[config.mk]
export PLATFORM = sky130hd
export DESIGN_NAME = instruction_decode
export DESIGN_NICKNAME = d
export VERILOG_FILES = /design/src/rtl/isa_pkg.sv /design/src/rtl/uop_pkg.sv /design/src/rtl/opcode_classify.sv /design/src/rtl/fault_detect.sv /design/src/rtl/imm_gen.sv /design/src/rtl/stage_control.sv /design/src/rtl/instruction_decode.sv
export VERILOG_INCLUDE_DIRS = /design/src /design/src/include
export SDC_FILE = /design/constraint.sdc
export NUM_CORES = 1
export LEC_CHECK = 0
export BUFFER_PORTS_ARGS = -buffer_cell sky130_fd_sc_hd__buf_2
export CAP_MARGIN = 20
export CELL_PAD_IN_SITES_DETAIL_PLACEMENT = 1
export CELL_PAD_IN_SITES_GLOBAL_PLACEMENT = 1
export CORE_ASPECT_RATIO = 0.7
export CORE_MARGIN = 3
export CORE_UTILIZATION = 36
export CTS_CLUSTER_DIAMETER = 80
export DETAILED_ROUTE_END_ITERATION = 8
export GPL_ROUTABILITY_DRIVEN = 1
export HOLD_SLACK_MARGIN = 0.06
export PLACE_DENSITY_LB_ADDON = 0.2
export SYNTH_ARGS = -nofsm -noshare
export SYNTH_HDL_FRONTEND = slang
export SYNTH_SLANG_ARGS = --single-unit
[constraint.sdc]
create_clock -name clk -period 2.5 [get_ports clk]
set_input_delay 0.625 -clock clk [delete_from_list [all_inputs] [get_ports clk]]
set_output_delay 0.625 -clock clk [all_outputs]
set_load 0.02 [all_outputs]
[src/include/decoder_config.svh]
// Widths shared by the RV32 decoder packages, RTL and testbench
// Include after adding include/ to the search path

`ifndef DECODER_CONFIG_SVH
`define DECODER_CONFIG_SVH

`define DEC_XLEN        32  // Data word width
`define DEC_INSTR_W     32  // Instruction word width
`define DEC_REG_IDX_W   4   // Register index in microcode, 16 registers

// Per-stage microcode widths
`define DEC_RD_UCODE_W  10  // Enable, zero bit, rs1, rs2
`define DEC_EX_UCODE_W  6   // Enable, branch, alternate op, funct3
`define DEC_MA_UCODE_W  5   // Enable, store, funct3
`define DEC_WB_UCODE_W  10  // Enable, one bit, rd, zero pad

`endif

[src/rtl/isa_pkg.sv]
// RV32 instruction encoding types shared by the decoder and its testbench
// Opcode values, opcode classes and funct3/funct7 codes

`default_nettype none

package isa_pkg;

    // Major opcodes of the supported base set
    typedef enum logic [6:0] {
        OPC_LOAD   = 7'b0000011,
        OPC_OP_IMM = 7'b0010011,
        OPC_AUIPC  = 7'b0010111,
        OPC_STORE  = 7'b0100011,
        OPC_OP     = 7'b0110011,
        OPC_LUI    = 7'b0110111,
        OPC_BRANCH = 7'b1100011,
        OPC_JALR   = 7'b1100111,
        OPC_JAL    = 7'b1101111
    } opcode_e;

    typedef enum logic [3:0] {
        CLASS_INVALID = 4'd0,
        CLASS_OP,
        CLASS_OP_IMM,
        CLASS_LOAD,
        CLASS_STORE,
        CLASS_AUIPC,
        CLASS_BRANCH,
        CLASS_JAL,
        CLASS_JALR,
        CLASS_LUI
    } op_class_e;

    typedef enum logic [2:0] {
        F3_ADD_SUB = 3'd0,
        F3_SLL     = 3'd1,
        F3_SLT     = 3'd2,
        F3_SLTU    = 3'd3,
        F3_XOR     = 3'd4,
        F3_SRL_SRA = 3'd5,
        F3_OR      = 3'd6,
        F3_AND     = 3'd7
    } funct3_e;

    // Branch conditions and memory widths share the same funct3 values
    localparam funct3_e F3_BEQ  = F3_ADD_SUB;
    localparam funct3_e F3_BNE  = F3_SLL;
    localparam funct3_e F3_BLT  = F3_XOR;
    localparam funct3_e F3_BGE  = F3_SRL_SRA;
    localparam funct3_e F3_BLTU = F3_OR;
    localparam funct3_e F3_BGEU = F3_AND;
    localparam funct3_e F3_B    = F3_ADD_SUB;
    localparam funct3_e F3_H    = F3_SLL;
    localparam funct3_e F3_W    = F3_SLT;
    localparam funct3_e F3_BU   = F3_XOR;
    localparam funct3_e F3_HU   = F3_SRL_SRA;
    localparam funct3_e F3_JALR = F3_ADD_SUB;

    localparam logic [6:0] F7_ALT = 7'b0100000;  // SUB and SRA select bit

endpackage

`default_nettype wire

[src/rtl/uop_pkg.sv]
// Control types driven by the decoder toward the execution pipeline
// Operand mux selects, write-back source and program counter update kind

`default_nettype none

package uop_pkg;

    // Write-back data source
    typedef enum logic [1:0] {
        WB_ALU = 2'd0,
        WB_IMM = 2'd1,
        WB_MEM = 2'd2,
        WB_NPC = 2'd3
    } wb_sel_e;

    // Next program counter
    typedef enum logic [1:0] {
        PC_NPC        = 2'd0,
        PC_REG_TARGET = 2'd1,  // (rs1 + imm) with bit 0 cleared
        PC_REL        = 2'd2,  // pc + imm
        PC_COND_REL   = 2'd3   // Taken branch gives pc + imm, else npc
    } pc_sel_e;

    typedef enum logic {
        ALU_A_RS1 = 1'b0,
        ALU_A_PC  = 1'b1
    } alu_a_sel_e;

    typedef enum logic {
        ALU_B_RS2 = 1'b0,
        ALU_B_IMM = 1'b1
    } alu_b_sel_e;

endpackage

`default_nettype wire

[src/rtl/opcode_classify.sv]
// Combinational opcode classifier for the RV32 decoder
// Exact match of the seven opcode bits, anything else is invalid

`timescale 1ns/100ps
`default_nettype none

module opcode_classify
    import isa_pkg::*;
(
    input  wire [6:0] instr_opcode,
    output op_class_e op_class
);

    always_comb begin
        case (instr_opcode)
            OPC_OP: begin
                op_class = CLASS_OP;
            end
            OPC_OP_IMM: begin
                op_class = CLASS_OP_IMM;
            end
            OPC_LOAD: begin
                op_class = CLASS_LOAD;
            end
            OPC_STORE: begin
                op_class = CLASS_STORE;
            end
            OPC_AUIPC: begin
                op_class = CLASS_AUIPC;
            end
            OPC_BRANCH: begin
                op_class = CLASS_BRANCH;
            end
            OPC_JAL: begin
                op_class = CLASS_JAL;
            end
            OPC_JALR: begin
                op_class = CLASS_JALR;
            end
            OPC_LUI: begin
                op_class = CLASS_LUI;
            end
            default: begin
                op_class = CLASS_INVALID;  // FENCE, SYSTEM and unknown
            end
        endcase
    end

endmodule

`default_nettype wire

[src/rtl/fault_detect.sv]
// Registered fault flag of the RV32 decoder
// Flags invalid opcodes, registers above x15 and illegal funct3/funct7 fields

`timescale 1ns/100ps
`default_nettype none
`include "decoder_config.svh"

module fault_detect
    import isa_pkg::*;
(
    input  wire                    clk,
    input  wire                    reset,
    input  wire [`DEC_INSTR_W-1:0] instr,
    input  wire op_class_e         op_class,
    output logic                   fault
);

    logic [4:0] rd_idx;
    logic [4:0] rs1_idx;
    logic [4:0] rs2_idx;
    funct3_e    funct3;
    logic [6:0] funct7;
    logic       uses_rs1;
    logic       uses_rs2;
    logic       uses_rd;
    logic       bad_reg;
    logic       bad_funct3;
    logic       bad_funct7;

    assign rd_idx  = instr[11:7];
    assign rs1_idx = instr[19:15];
    assign rs2_idx = instr[24:20];
    assign funct3  = funct3_e'(instr[14:12]);
    assign funct7  = instr[31:25];

    assign uses_rs1 = !(op_class inside {CLASS_LUI, CLASS_AUIPC, CLASS_JAL});
    assign uses_rs2 = op_class inside {CLASS_OP, CLASS_STORE, CLASS_BRANCH};
    assign uses_rd  = !(op_class inside {CLASS_STORE, CLASS_BRANCH});

    // Only x0..x15 exist
    assign bad_reg = (uses_rs1 & rs1_idx[4]) | (uses_rs2 & rs2_idx[4]) | (uses_rd & rd_idx[4]);

    always_comb begin
        bad_funct3 = 1'b0;
        bad_funct7 = 1'b0;
        case (op_class)
            CLASS_JALR: begin
                bad_funct3 = (funct3 != F3_JALR);
            end
            CLASS_STORE: begin
                bad_funct3 = !(funct3 inside {F3_B, F3_H, F3_W});
            end
            CLASS_LOAD: begin
                bad_funct3 = !(funct3 inside {F3_B, F3_H, F3_W, F3_BU, F3_HU});
            end
            CLASS_BRANCH: begin
                bad_funct3 = !(funct3 inside {F3_BEQ, F3_BNE, F3_BLT, F3_BGE, F3_BLTU, F3_BGEU});
            end
            CLASS_OP: begin
                bad_funct7 = ((funct7 & ~F7_ALT) != 7'd0) |
                             (funct7[5] & !(funct3 inside {F3_ADD_SUB, F3_SRL_SRA}));
            end
            CLASS_OP_IMM: begin
                if (funct3 == F3_SLL) begin
                    bad_funct7 = (funct7 != 7'd0);
                end else if (funct3 == F3_SRL_SRA) begin
                    bad_funct7 = ((funct7 & ~F7_ALT) != 7'd0);  // SRAI allowed
                end
            end
            default: begin
                bad_funct3 = 1'b0;
            end
        endcase
    end

    always_ff @(posedge clk) begin
        if (reset) begin
            fault <= 1'b0;
        end else begin
            fault <= (op_class == CLASS_INVALID) | bad_reg | bad_funct3 | bad_funct7;
        end
    end

endmodule

`default_nettype wire

[src/rtl/imm_gen.sv]
// Immediate generator of the RV32 decoder
// Picks the U, J, B, S or I format by class and registers the
// sign-extended result

`timescale 1ns/100ps
`default_nettype none
`include "decoder_config.svh"

module imm_gen
    import isa_pkg::*;
(
    input  wire                    clk,
    input  wire                    reset,
    input  wire [`DEC_INSTR_W-1:0] instr,
    input  wire op_class_e         op_class,
    output logic [`DEC_XLEN-1:0]   imm
);

    logic [`DEC_XLEN-1:0] imm_next;
    logic                 sign;

    assign sign = instr[31];

    always_comb begin
        case (op_class)
            CLASS_LUI, CLASS_AUIPC: begin
                imm_next = {instr[31:12], 12'd0};
            end
            CLASS_JAL: begin
                imm_next = {{(`DEC_XLEN-20){sign}}, instr[19:12], instr[20],
                            instr[30:21], 1'b0};
            end
            CLASS_BRANCH: begin
                imm_next = {{(`DEC_XLEN-12){sign}}, instr[7], instr[30:25],
                            instr[11:8], 1'b0};
            end
            CLASS_STORE: begin
                imm_next = {{(`DEC_XLEN-11){sign}}, instr[30:25], instr[11:7]};
            end
            default: begin
                imm_next = {{(`DEC_XLEN-11){sign}}, instr[30:20]};  // I-type
            end
        endcase
    end

    always_ff @(posedge clk) begin
        if (reset) begin
            imm <= '0;
        end else begin
            imm <= imm_next;
        end
    end

endmodule

`default_nettype wire

[src/rtl/stage_control.sv]
// Stage control of the RV32 decoder
// Registers the ALU operand selects, write-back source, PC update kind
// and the read, execute, memory and write-back microcode words

`timescale 1ns/100ps
`default_nettype none
`include "decoder_config.svh"

module stage_control
    import isa_pkg::*;
    import uop_pkg::*;
(
    input  wire                        clk,
    input  wire                        reset,
    input  wire [`DEC_INSTR_W-1:0]     instr,
    input  wire op_class_e             op_class,
    output alu_a_sel_e                 alu_a_sel,
    output alu_b_sel_e                 alu_b_sel,
    output wb_sel_e                    wb_sel,
    output logic [`DEC_RD_UCODE_W-1:0] rd_rf_microcode,
    output logic [`DEC_EX_UCODE_W-1:0] ex_alu_microcode,
    output logic [`DEC_MA_UCODE_W-1:0] ma_mem_microcode,
    output logic [`DEC_WB_UCODE_W-1:0] wb_rf_microcode,
    output pc_sel_e                    pc_sel
);

    funct3_e    funct3;
    logic       rd_en;
    logic       ex_en;
    logic       ma_en;
    logic       wb_en;
    logic       alt_op;
    logic [2:0] ex_funct3;
    wb_sel_e    wb_sel_next;
    pc_sel_e    pc_sel_next;

    assign funct3 = funct3_e'(instr[14:12]);

    assign rd_en = !(op_class inside {CLASS_LUI, CLASS_AUIPC, CLASS_JAL});
    assign ex_en = op_class inside {CLASS_OP, CLASS_OP_IMM, CLASS_BRANCH, CLASS_LOAD,
                                    CLASS_STORE, CLASS_AUIPC, CLASS_JALR};
    assign ma_en = op_class inside {CLASS_LOAD, CLASS_STORE};
    assign wb_en = !(op_class inside {CLASS_STORE, CLASS_BRANCH});

    // SUB and SRA, SRAI
    assign alt_op = instr[30] &
                    (((op_class == CLASS_OP) & (funct3 inside {F3_ADD_SUB, F3_SRL_SRA})) |
                     ((op_class == CLASS_OP_IMM) & (funct3 == F3_SRL_SRA)));

    assign ex_funct3 = (op_class inside {CLASS_OP, CLASS_OP_IMM, CLASS_BRANCH}) ?
                       instr[14:12] : 3'd0;

    always_comb begin
        wb_sel_next = WB_ALU;
        pc_sel_next = PC_NPC;
        case (op_class)
            CLASS_LUI: begin
                wb_sel_next = WB_IMM;
            end
            CLASS_LOAD: begin
                wb_sel_next = WB_MEM;
            end
            CLASS_JAL: begin
                wb_sel_next = WB_NPC;
                pc_sel_next = PC_REL;
            end
            CLASS_JALR: begin
                wb_sel_next = WB_NPC;
                pc_sel_next = PC_REG_TARGET;
            end
            CLASS_BRANCH: begin
                pc_sel_next = PC_COND_REL;
            end
            default: begin
                wb_sel_next = WB_ALU;
            end
        endcase
    end

    always_ff @(posedge clk) begin
        if (reset) begin
            alu_a_sel        <= ALU_A_RS1;
            alu_b_sel        <= ALU_B_RS2;
            wb_sel           <= WB_ALU;
            pc_sel           <= PC_NPC;
            rd_rf_microcode  <= '0;
            ex_alu_microcode <= '0;
            ma_mem_microcode <= '0;
            wb_rf_microcode  <= '0;
        end else begin
            alu_a_sel <= (op_class == CLASS_AUIPC) ? ALU_A_PC : ALU_A_RS1;
            alu_b_sel <= (op_class inside {CLASS_OP, CLASS_BRANCH}) ? ALU_B_RS2 : ALU_B_IMM;
            wb_sel    <= wb_sel_next;
            pc_sel    <= pc_sel_next;
            rd_rf_microcode  <= {rd_en, 1'b0, instr[15 +: `DEC_REG_IDX_W],
                                 instr[20 +: `DEC_REG_IDX_W]};
            ex_alu_microcode <= {ex_en, op_class == CLASS_BRANCH, alt_op, ex_funct3};
            ma_mem_microcode <= {ma_en, op_class == CLASS_STORE, instr[14:12]};
            wb_rf_microcode  <= {wb_en, 1'b1, instr[7 +: `DEC_REG_IDX_W],
                                 {`DEC_REG_IDX_W{1'b0}}};
        end
    end

endmodule

`default_nettype wire

[src/rtl/instruction_decode.sv]
// Top of the one-cycle RV32 instruction decoder, 16-register variant
// Takes one instruction per clock, all outputs are valid one cycle later

`timescale 1ns/100ps
`default_nettype none
`include "decoder_config.svh"

module instruction_decode
    import isa_pkg::*;
    import uop_pkg::*;
(
    input  wire                        clk,
    input  wire                        reset,
    input  wire [`DEC_INSTR_W-1:0]     instr,
    output logic [`DEC_XLEN-1:0]       imm,
    output alu_a_sel_e                 alu_a_sel,
    output alu_b_sel_e                 alu_b_sel,
    output wb_sel_e                    wb_sel,
    output logic [`DEC_RD_UCODE_W-1:0] rd_rf_microcode,
    output logic [`DEC_EX_UCODE_W-1:0] ex_alu_microcode,
    output logic [`DEC_MA_UCODE_W-1:0] ma_mem_microcode,
    output logic [`DEC_WB_UCODE_W-1:0] wb_rf_microcode,
    output pc_sel_e                    pc_sel,
    output logic                       fault
);

    op_class_e op_class;  // Combinational, shared by all decoders

    opcode_classify u_classify (
        .instr_opcode (instr[6:0]),
        .op_class     (op_class)
    );

    fault_detect u_fault (
        .clk      (clk),
        .reset    (reset),
        .instr    (instr),
        .op_class (op_class),
        .fault    (fault)
    );

    imm_gen u_imm (
        .clk      (clk),
        .reset    (reset),
        .instr    (instr),
        .op_class (op_class),
        .imm      (imm)
    );

    stage_control u_stage (
        .clk              (clk),
        .reset            (reset),
        .instr            (instr),
        .op_class         (op_class),
        .alu_a_sel        (alu_a_sel),
        .alu_b_sel        (alu_b_sel),
        .wb_sel           (wb_sel),
        .rd_rf_microcode  (rd_rf_microcode),
        .ex_alu_microcode (ex_alu_microcode),
        .ma_mem_microcode (ma_mem_microcode),
        .wb_rf_microcode  (wb_rf_microcode),
        .pc_sel           (pc_sel)
    );

endmodule

`default_nettype wire

==> results.sh, run 1 <==
export IMPL_outcome="finished clean"
export IMPL_die_w_um=101.8
export IMPL_fin_util=0.5131
export IMPL_cts_path_max_buffers=2
export IMPL_wl_per_cell_um=15.75
export IMPL_synth_simple_gate_area_share=0.2273
export IMPL_avgViaCountPerCell=4.925
export IMPL_critical_path_class="in2reg"
export IMPL_ant_nets=0
export IMPL_drc=0
export IMPL_totalWireLength_mm=6.743
export IMPL_start_util=0.3882
export IMPL_clock_sinks=65
export IMPL_critPathMaxFanout=14
export IMPL_fin_cells=428
export IMPL_synth_most_common_cell="dfxtp_1"
export IMPL_cp_top_family="simple AND/OR/NAND/NOR gates"
export IMPL_postSynthCellCount=248
export IMPL_drive_gt1_frac=0.3626
export IMPL_end_kind="flip-flop"
export IMPL_antenna_cells=0
export IMPL_tritoncts="yes"
export IMPL_cp_required_ns=2.72
export IMPL_holdWs_ns=0.5063
export IMPL_synth_edf_count=0
export IMPL_fmax_mhz=558.3
export IMPL_synth_area_um2=2312
export IMPL_die_area_um2=7436
export IMPL_start_kind="input pin"
export IMPL_setup_viol=0
export IMPL_io_buffer_count=98
export IMPL_antenna_found_initial=0
export IMPL_max_stage_delay_ns=0.44
export IMPL_yosys_register_bits=65
export IMPL_ys_seq_area_frac=0.5628
export IMPL_finalCriticalPeriod_ns=1.791
export IMPL_hpwl_mm=5.023
export IMPL_clkTransAtPathRegs_ns=0.08
export IMPL_synth_top_area_share=0.5628
export IMPL_track_usage=0.1878
export IMPL_crit_arrival_ns=2.01
export IMPL_finalHoldViolations=0
export IMPL_syn_avg_cell_area_um2=9.323
export IMPL_post_cts_buffers=0
export IMPL_grt_start_max_net_pins=27
export IMPL_report_power_total_mw=2.277
export IMPL_p_per_area_nw_per_um2=744.8
export IMPL_hp_start="instr[25]"
export IMPL_crit_buf_inv=1
export IMPL_tightest_slew_ns=0.6111
export IMPL_hold_class="in2reg"
export IMPL_ys_warn_count=0
export IMPL_grt_pass1_wl_mm=10.49
export IMPL_muxShareOfSynthArea=0.004329
export IMPL_synth_adder_area_share=0
export IMPL_grt_pass1_vias=2054
export IMPL_grt_setup_unrepaired="false"
export IMPL_synth_top_area_cell="dfxtp_1"
export IMPL_ioPinCount=104
export IMPL_maxSlewViolCount=0
export IMPL_ir_worst_vdd_uv=319.3
export IMPL_cts_resized=0
export IMPL_drv_cap=0
export IMPL_synth_common_cells="65 x dfxtp_1, 33 x a21oi_1, 28 x nor2_1, 18 x nand2_1, 16 x nor2b_1"
export IMPL_synth_ff_type="dfxtp_1"
export IMPL_crit_chain="buf_2 -> or3b_1 -> a21oi_1 -> nor2b_1 -> nor4_1 -> a31oi_1"
export IMPL_nNetsFinal=382
export IMPL_ctsHoldBuffers=0
export IMPL_hold_end="u_imm.imm[5]"
export IMPL_n_fill_cell=734
export IMPL_synth_top_family_by_area="simple AND/OR/NAND/NOR gates"
export IMPL_ys_types=47
export IMPL_final_setup_tns_ns=0
export IMPL_synthArstFlopShare=0
export IMPL_relSlewSlack=0.5911
export IMPL_min_period_over_period=0.7164
export IMPL_gr_total_overflow=0
export IMPL_synth_area_top_cells="dfxtp_1 56%, a21oi_1 7.1%, nor2_1 4.5%, nor2b_1 4.3%, nand2_1 2.9%"
export IMPL_syn2layout_area_growth_pct=32.20
export IMPL_die_h_um=73.05
export IMPL_gp_congestion=0.8372
export IMPL_critical_path_slowest_cell="or3b_1"
export IMPL_hold_depth=2
export IMPL_std_cell_rows=23
export IMPL_cts_made_buffers=9
export IMPL_leakage_nw=1.431
export IMPL_dpl_cell_count=412
export IMPL_vias=2108
export IMPL_synth_xor_area_frac=0.003788
export IMPL_detail_route_iter0_violations=60
export IMPL_cts_root_buf="clkbuf_8"
export IMPL_drt_pass1_iter_count=4
export IMPL_synth_compound_area_frac=0.1472
export IMPL_cts_max_level=3
export IMPL_core_area_um2=5957
[worst max-delay path by stage]
stage	from	endpoint	slack, ns	cells after the start
2_1_floorplan	instr[2]	u_fault.fault	0.62	6
3_3_place_gp	instr[3]	u_fault.fault	0.41	6
3_5_place_dp	instr[4]	u_fault.fault	0.38	6
5_1_grt	instr[4]	u_fault.fault	0.58	6
6_report	instr[4]	u_fault.fault	0.71	6
4_1_cts	instr[4]	u_fault.fault	0.74	6
[where the power goes]
group,internal [mW],switching (mW)
Combinational,0.0945,0.184
Sequential,1.08,0.0114
Clock,0.488,0.416
Total,1.67,0.611
[layout by cell type, fill, tap and decap left out, types with 2 or more instances in the layout]
cell and instances:
clkinvlp_4 3, clkbuf_8 10, nor2_1 28, inv_1 4
conb_1 5, nor2b_1 16, o21ai_0 7, dfxtp_1 65
o2111ai_1 2, or2_2 2, buf_2 98, nand2b_1 4
nor3_1 3, o31ai_1 2, a21oi_1 33, and2_1 9
nand2_1 18, buf_4 6, a31oi_1 2, nor4_1 5
a22o_1 3
[state kept, by name (all words and copies together), names as in the netlist]
signal / cells
u_imm.imm: 32
u_stage.rd_rf_microcode: 9
u_stage.ex_alu_microcode: 6
u_stage.wb_rf_microcode: 6
u_stage.ma_mem_microcode: 5
u_stage.pc_sel: 2
u_stage.wb_sel: 2
u_fault.fault: 1
u_stage.alu_a_sel: 1
u_stage.alu_b_sel: 1
[layer usage]
| metal | routed length (µm) | GRT usage | vias to the layer above |
|---|---|---|---|
| met5 | 0 | 0 | - |
| met4 | 72 | 0.05310 | 0 |
| met3 | 514 | 0.08978 | 6 |
| met2 | 3047 | 0.2812 | 77 |
| met1 | 3108 | 0.2419 | 991 |
| li1 | - | - | 1034 |
[logic make-up after synthesis]
family                    after synthesis
AOI/OAI and AO/OA                      57
xor gates and xnor gates                1
buffers and inverters                  24
DFF                                    65
muxes                                   1
other                                   1
and+or+nand+nor                        99
[through the flow]
stage	setup WS, ns	cell area [µm²]
final	0.7089	3057
after global routing	0.5826	3057
after CTS	0.7434	3057
after detailed placement	0.3810	2853
after global placement	0.4122	2853
after floorplan	0.6225	2327
[layout make-up]
cell class | instances | area, µm² | area share
sequential | 65 | 1301 | 0.4257
clock buffer | 10 | 137.6 | 0.04503
multi-input combinational | 163 | 903.4 | 0.2955
tap | 75 | 93.84 | 0.03070
clock inverter | 6 | 66.31 | 0.02169
inverter | 5 | 18.77 | 0.006140
timing repair buffer | 104 | 535.5 | 0.1752
Power figures use the tool's default switching activity.
==> run 2: changes to the inputs <==
--- a/config.mk
+++ b/config.mk
@@ -12,7 +12,7 @@
 export CELL_PAD_IN_SITES_GLOBAL_PLACEMENT = 1
 export CORE_ASPECT_RATIO = 0.7
 export CORE_MARGIN = 3
-export CORE_UTILIZATION = 36
+export CORE_UTILIZATION = 33
 export CTS_CLUSTER_DIAMETER = 80
 export DETAILED_ROUTE_END_ITERATION = 8
 export GPL_ROUTABILITY_DRIVEN = 1
==> constraint.sdc (replaced) <==
create_clock -name clk -period 1.8 [get_ports clk]
set_input_delay 0.45 -clock clk [delete_from_list [all_inputs] [get_ports clk]]
set_output_delay 0.45 -clock clk [all_outputs]
set_load 0.02 [all_outputs]
==> run 2 against run 1 <==
Compared with the run above:
- wire length grew 0.90%
- count of clock-buffer cells in the layout is the same
- utilization shrank 1.1 points
- hold slack lost 0.16 ns
- combinational power grew 53%
- setup slack lost 0.38 ns
- die area grew 8.4%
- power grew 50%
- critical path depth is the same
- first-iteration DRC count grew 27%
- clock power grew 64%
- non-clock buffer count grew 19
- critical path type unchanged
- critical endpoint unchanged
==> results.sh, run 2 (synthesis gave the netlist of run 1 again) <==
export IMPL_cts_max_level=3
export IMPL_fmax_mhz=677.8
export IMPL_cts_root_buf="clkbuf_8"
export IMPL_antenna_found_initial=0
export IMPL_core_area_um2=6516
export IMPL_gr_total_overflow=0
export IMPL_hpwl_mm=5.298
export IMPL_track_usage=0.1732
export IMPL_dpl_cell_count=447
export IMPL_hold_class="in2reg"
export IMPL_endpoint="u_fault.fault"
export IMPL_drc=0
export IMPL_regArea_um2=1301
export IMPL_grt_start_max_net_pins=23
export IMPL_crit_arrival_ns=1.69
export IMPL_clkTransAtPathRegs_ns=0.07
export IMPL_grt_pass1_vias=2118
export IMPL_drt_pass1_iter_count=4
export IMPL_crit_chain="buf_2 -> or3b_1 -> a21oi_1 -> nor2b_1 -> nor4_1 -> a31oi_1"
export IMPL_largest_register="u_imm.imm"
export IMPL_post_cts_buffers=0
export IMPL_min_period_over_period=0.8197
export IMPL_final_common_cell="buf_2"
export IMPL_avgViaCountPerCell=4.616
export IMPL_fin_cells=463
export IMPL_place_area_um2=3028
export IMPL_crit_start="instr[3]"
export IMPL_ant_nets=0
export IMPL_totalWireLength_mm=6.804
export IMPL_syn2layout_area_growth_pct=41.45
export IMPL_grt_setup_unrepaired="false"
export IMPL_critical_path_slowest_cell="or3b_1"
export IMPL_tritoncts="yes"
export IMPL_antenna_cells=0
export IMPL_n_fill_cell=807
export IMPL_start_util=0.3548
export IMPL_finalHoldViolations=0
export IMPL_tightest_slew_ns=0.5901
export IMPL_fin_area_um2=3271
export IMPL_leakage_nw=1.547
export IMPL_p_per_area_nw_per_um2=1047
export IMPL_io_buffer_count=98
export IMPL_std_cell_rows=24
export IMPL_start_kind="input pin"
export IMPL_cts_path_max_buffers=2
export IMPL_nNetsFinal=401
export IMPL_relSlewSlack=0.6051
export IMPL_clock_sinks=65
export IMPL_cts_made_buffers=9
export IMPL_ir_worst_vdd_uv=523.3
export IMPL_vias=2137
export IMPL_die_area_um2=8063
export IMPL_ctsHoldBuffers=0
export IMPL_report_power_total_mw=3.426
export IMPL_end_kind="flip-flop"
export IMPL_critical_path_class="in2reg"
export IMPL_largest_reg_flops=32
export IMPL_finalCriticalPeriod_ns=1.475
export IMPL_ioPinCount=104
export IMPL_cp_required_ns=2.01
export IMPL_drive_gt1_frac=0.3925
export IMPL_gp_congestion=0.8499
export IMPL_detail_route_iter0_violations=76
export IMPL_cts_resized=0
export IMPL_multiInputGateArea_um2=903.4
export IMPL_setup_viol=0
export IMPL_die_w_um=106.0
export IMPL_pre_cts_slack_ns=-0.01832
export IMPL_die_h_um=76.04
export IMPL_critPathMaxFanout=4
export IMPL_maxSlewViolCount=0
export IMPL_max_stage_delay_ns=0.42
export IMPL_top_regs="u_imm.imm (32), u_stage.rd_rf_microcode (9)"
export IMPL_worst_slack_ns=0.3246
export IMPL_outcome="finished clean"
export IMPL_grt_pass1_wl_mm=11.07
export IMPL_final_cell_mix="98 x buf_2, 65 x dfxtp_1, 33 x a21oi_1, 28 x nor2_1, 24 x buf_4"
export IMPL_wl_per_cell_um=14.70
export IMPL_drv_cap=0
[run 2: worst max-delay path: cells and delay by family]
family	cells	cell delay [ns]
AO/OA/AOI/OAI	2	0.34
buffers and inverters	1	0.12
AND/OR/NAND/NOR	3	0.78
[run 2: cell type report]
cell class              instances  area share
flip-flops and latches         65      0.3979
multi-input cells             163      0.2762
repair buffers                123      0.2112
clock buffers                  10     0.03902
clock inverters                 6     0.03519
well taps                      91     0.03481
inverters                       5    0.005738
[run 2: metrics by stage]
step                TNS (ns)    util  hold WS [ns]
floorplan                  0       -        0.5301
global placement           0  0.4647        0.6826
detailed placement  -0.03414  0.4647        0.6924
CTS                        0  0.5019        0.3310
global route               0  0.5019        0.3511
finish                     0  0.5019        0.3465
[run 2: how the worst min path moves through the flow]
stage              start                         end  slack (ns)  depth (start not counted)
2_1_floorplan      reset  u_stage.rd_rf_microcode[0]        0.53                          1
6_report       instr[15]  u_stage.rd_rf_microcode[4]        0.35                          2
4_1_cts        instr[15]  u_stage.rd_rf_microcode[4]        0.33                          2
3_5_place_dp   instr[15]  u_stage.rd_rf_microcode[4]        0.69                          2
5_1_grt        instr[15]  u_stage.rd_rf_microcode[4]        0.35                          2
3_3_place_gp   instr[17]  u_stage.rd_rf_microcode[6]        0.68                          2
[run 2: per-layer routing]
layer / GRT usage / share of wire / wire length [µm] / vias to the layer above
li1: - / - / - / 1072
met1: 0.2426 / 0.50 / 3401 / 988
met2: 0.2583 / 0.43 / 2931 / 70
met3: 0.05165 / 0.060 / 405 / 7
met4: 0.05045 / 0.0096 / 65 / 0
met5: 0 / 0 / 0 / -
[run 2: where the power goes]
part | switching [mW] | total (mW) | leakage [nW] | internal, mW
logic | 0.265 | 0.424 | 0.891 | 0.159
clock network | 0.557 | 1.48 | 0.117 | 0.927
registers | 0.0135 | 1.52 | 0.539 | 1.50
==> run 3: changes to the inputs <==
==> constraint.sdc (replaced) <==
create_clock -name clk -period 1.5 [get_ports clk]
set_input_delay 0.375 -clock clk [delete_from_list [all_inputs] [get_ports clk]]
set_output_delay 0.375 -clock clk [all_outputs]
set_load 0.02 [all_outputs]
==> run 3 against run 2 <==
Compared with the run above:
- wire length grew 4.6%
- sequential power increased by 20%
- final area grew 4.7%
- die area stayed put
- power up 28%
- critical path depth did not move
- final cell count increased by 3.5%
- hold slack lost 0.089 ns
- count of clock-buffer cells in the layout is the same
- sequential share of layout area down 1.8 points
==> results.sh, run 3 (synthesis gave the netlist of run 1 again) <==
export IMPL_outcome="finished clean"
export IMPL_core_area_um2=6516
export IMPL_clock_sinks=65
export IMPL_grt_pass1_vias=2285
export IMPL_final_common_cell="buf_2"
export IMPL_antenna_cells=0
export IMPL_track_usage=0.1836
export IMPL_antenna_found_initial=0
export IMPL_fmax_mhz=702.2
export IMPL_critical_path_slowest_cell="and4bb_4"
export IMPL_tritoncts="yes"
export IMPL_cp_top_family="simple AND/OR/NAND/NOR gates"
export IMPL_detail_route_iter0_violations=76
export IMPL_cts_resized=0
export IMPL_crit_arrival_ns=1.64
export IMPL_hpwl_mm=5.468
export IMPL_finalHoldViolations=0
export IMPL_io_buffer_count=98
export IMPL_cts_max_level=3
export IMPL_avgViaCountPerCell=4.658
export IMPL_tightest_slew_ns=0.6248
export IMPL_largest_reg_flops=32
export IMPL_wl_per_cell_um=14.86
export IMPL_grt_pass1_wl_mm=11.74
export IMPL_ir_worst_vdd_uv=527.4
export IMPL_cts_root_buf="clkbuf_8"
export IMPL_place_area_um2=3152
export IMPL_ioPinCount=104
export IMPL_die_h_um=76.04
export IMPL_maxSlewViolCount=0
export IMPL_drv_cap=0
export IMPL_top_regs="u_imm.imm (32), u_stage.rd_rf_microcode (9)"
export IMPL_grt_setup_unrepaired="false"
export IMPL_start_util=0.3548
export IMPL_drive_gt1_frac=0.4227
export IMPL_drc=0
export IMPL_clkTransAtPathRegs_ns=0.07
export IMPL_ant_nets=0
export IMPL_start_kind="input pin"
export IMPL_largest_register="u_imm.imm"
export IMPL_crit_buf_inv=1
export IMPL_nNetsFinal=417
export IMPL_min_period_over_period=0.9495
export IMPL_final_cell_mix="98 x buf_2, 65 x dfxtp_1, 40 x buf_4, 32 x a21oi_1, 28 x nor2_1"
export IMPL_totalWireLength_mm=7.120
export IMPL_fin_area_um2=3426
export IMPL_setup_viol=0
export IMPL_cts_path_max_buffers=2
export IMPL_finalCriticalPeriod_ns=1.424
export IMPL_critPathMaxFanout=5
export IMPL_leakage_nw=1.641
export IMPL_end_kind="flip-flop"
export IMPL_relSlewSlack=0.5819
export IMPL_max_stage_delay_ns=0.37
export IMPL_vias=2231
export IMPL_crit_chain="buf_2 -> and4bb_4 -> nand2_2 -> a221o_1 -> nor4_1 -> a31oi_1"
export IMPL_critical_path_class="in2reg"
export IMPL_cts_made_buffers=9
export IMPL_p_per_area_nw_per_um2=1277
export IMPL_syn2layout_area_growth_pct=48.16
export IMPL_grt_start_max_net_pins=39
export IMPL_drt_pass1_iter_count=4
export IMPL_gr_total_overflow=0
export IMPL_ctsHoldBuffers=0
export IMPL_holdWs_ns=0.2578
export IMPL_die_w_um=106.0
export IMPL_post_cts_buffers=0
export IMPL_gp_congestion=0.8180
export IMPL_die_area_um2=8063
export IMPL_hold_class="in2reg"
export IMPL_std_cell_rows=24
export IMPL_cp_required_ns=1.72
export IMPL_n_fill_cell=821
-- run 3: metal layers --
layer / GRT usage / part of all wire / up-vias / wire (µm)
li1: - / - / 1103 / -
met1: 0.2489 / 0.48 / 1045 / 3442
met2: 0.2799 / 0.45 / 73 / 3169
met3: 0.05588 / 0.059 / 10 / 423
met4: 0.05821 / 0.012 / 0 / 85
met5: 0 / 0 / - / 0
-- run 3: area by class of cell --
type	instances	area (µm²)	area share
flip-flops and latches	65	1301	0.3798
well taps	91	113.9	0.03324
multi-input cells	163	907.1	0.2648
inverters	5	18.77	0.005478
clock inverters	6	136.4	0.03981
repair buffers	139	810.8	0.2367
clock buffers	10	137.6	0.04018
-- run 3: path summary, 6_finish.rpt --
check,from,to,slack [ns],cells past startpoint
max,instr[3],u_fault.fault,0.08,6
min,instr[15],u_stage.rd_rf_microcode[4],0.26,2
-- run 3: metrics by stage --
stage	cells	worst slack (ns)	util	total power [mW]	setup TNS, ns
floorplan	252	-0.1275	-	2.150	-0.1275
global placement	463	-0.2156	0.4837	2.385	-4.583
detailed placement	463	-0.2637	0.4837	2.398	-5.742
CTS	479	0.1106	0.5257	4.432	0
global route	479	0.02637	0.5257	4.590	0
finish	479	0.07581	0.5257	4.376	0
-- run 3: power breakdown --
group | total, mW | switching [mW] | leakage, nW | internal [mW]
Sequential | 1.82 | 0.0175 | 0.539 | 1.80
Clock | 2.02 | 0.697 | 0.133 | 1.32
Combinational | 0.534 | 0.324 | 0.969 | 0.210
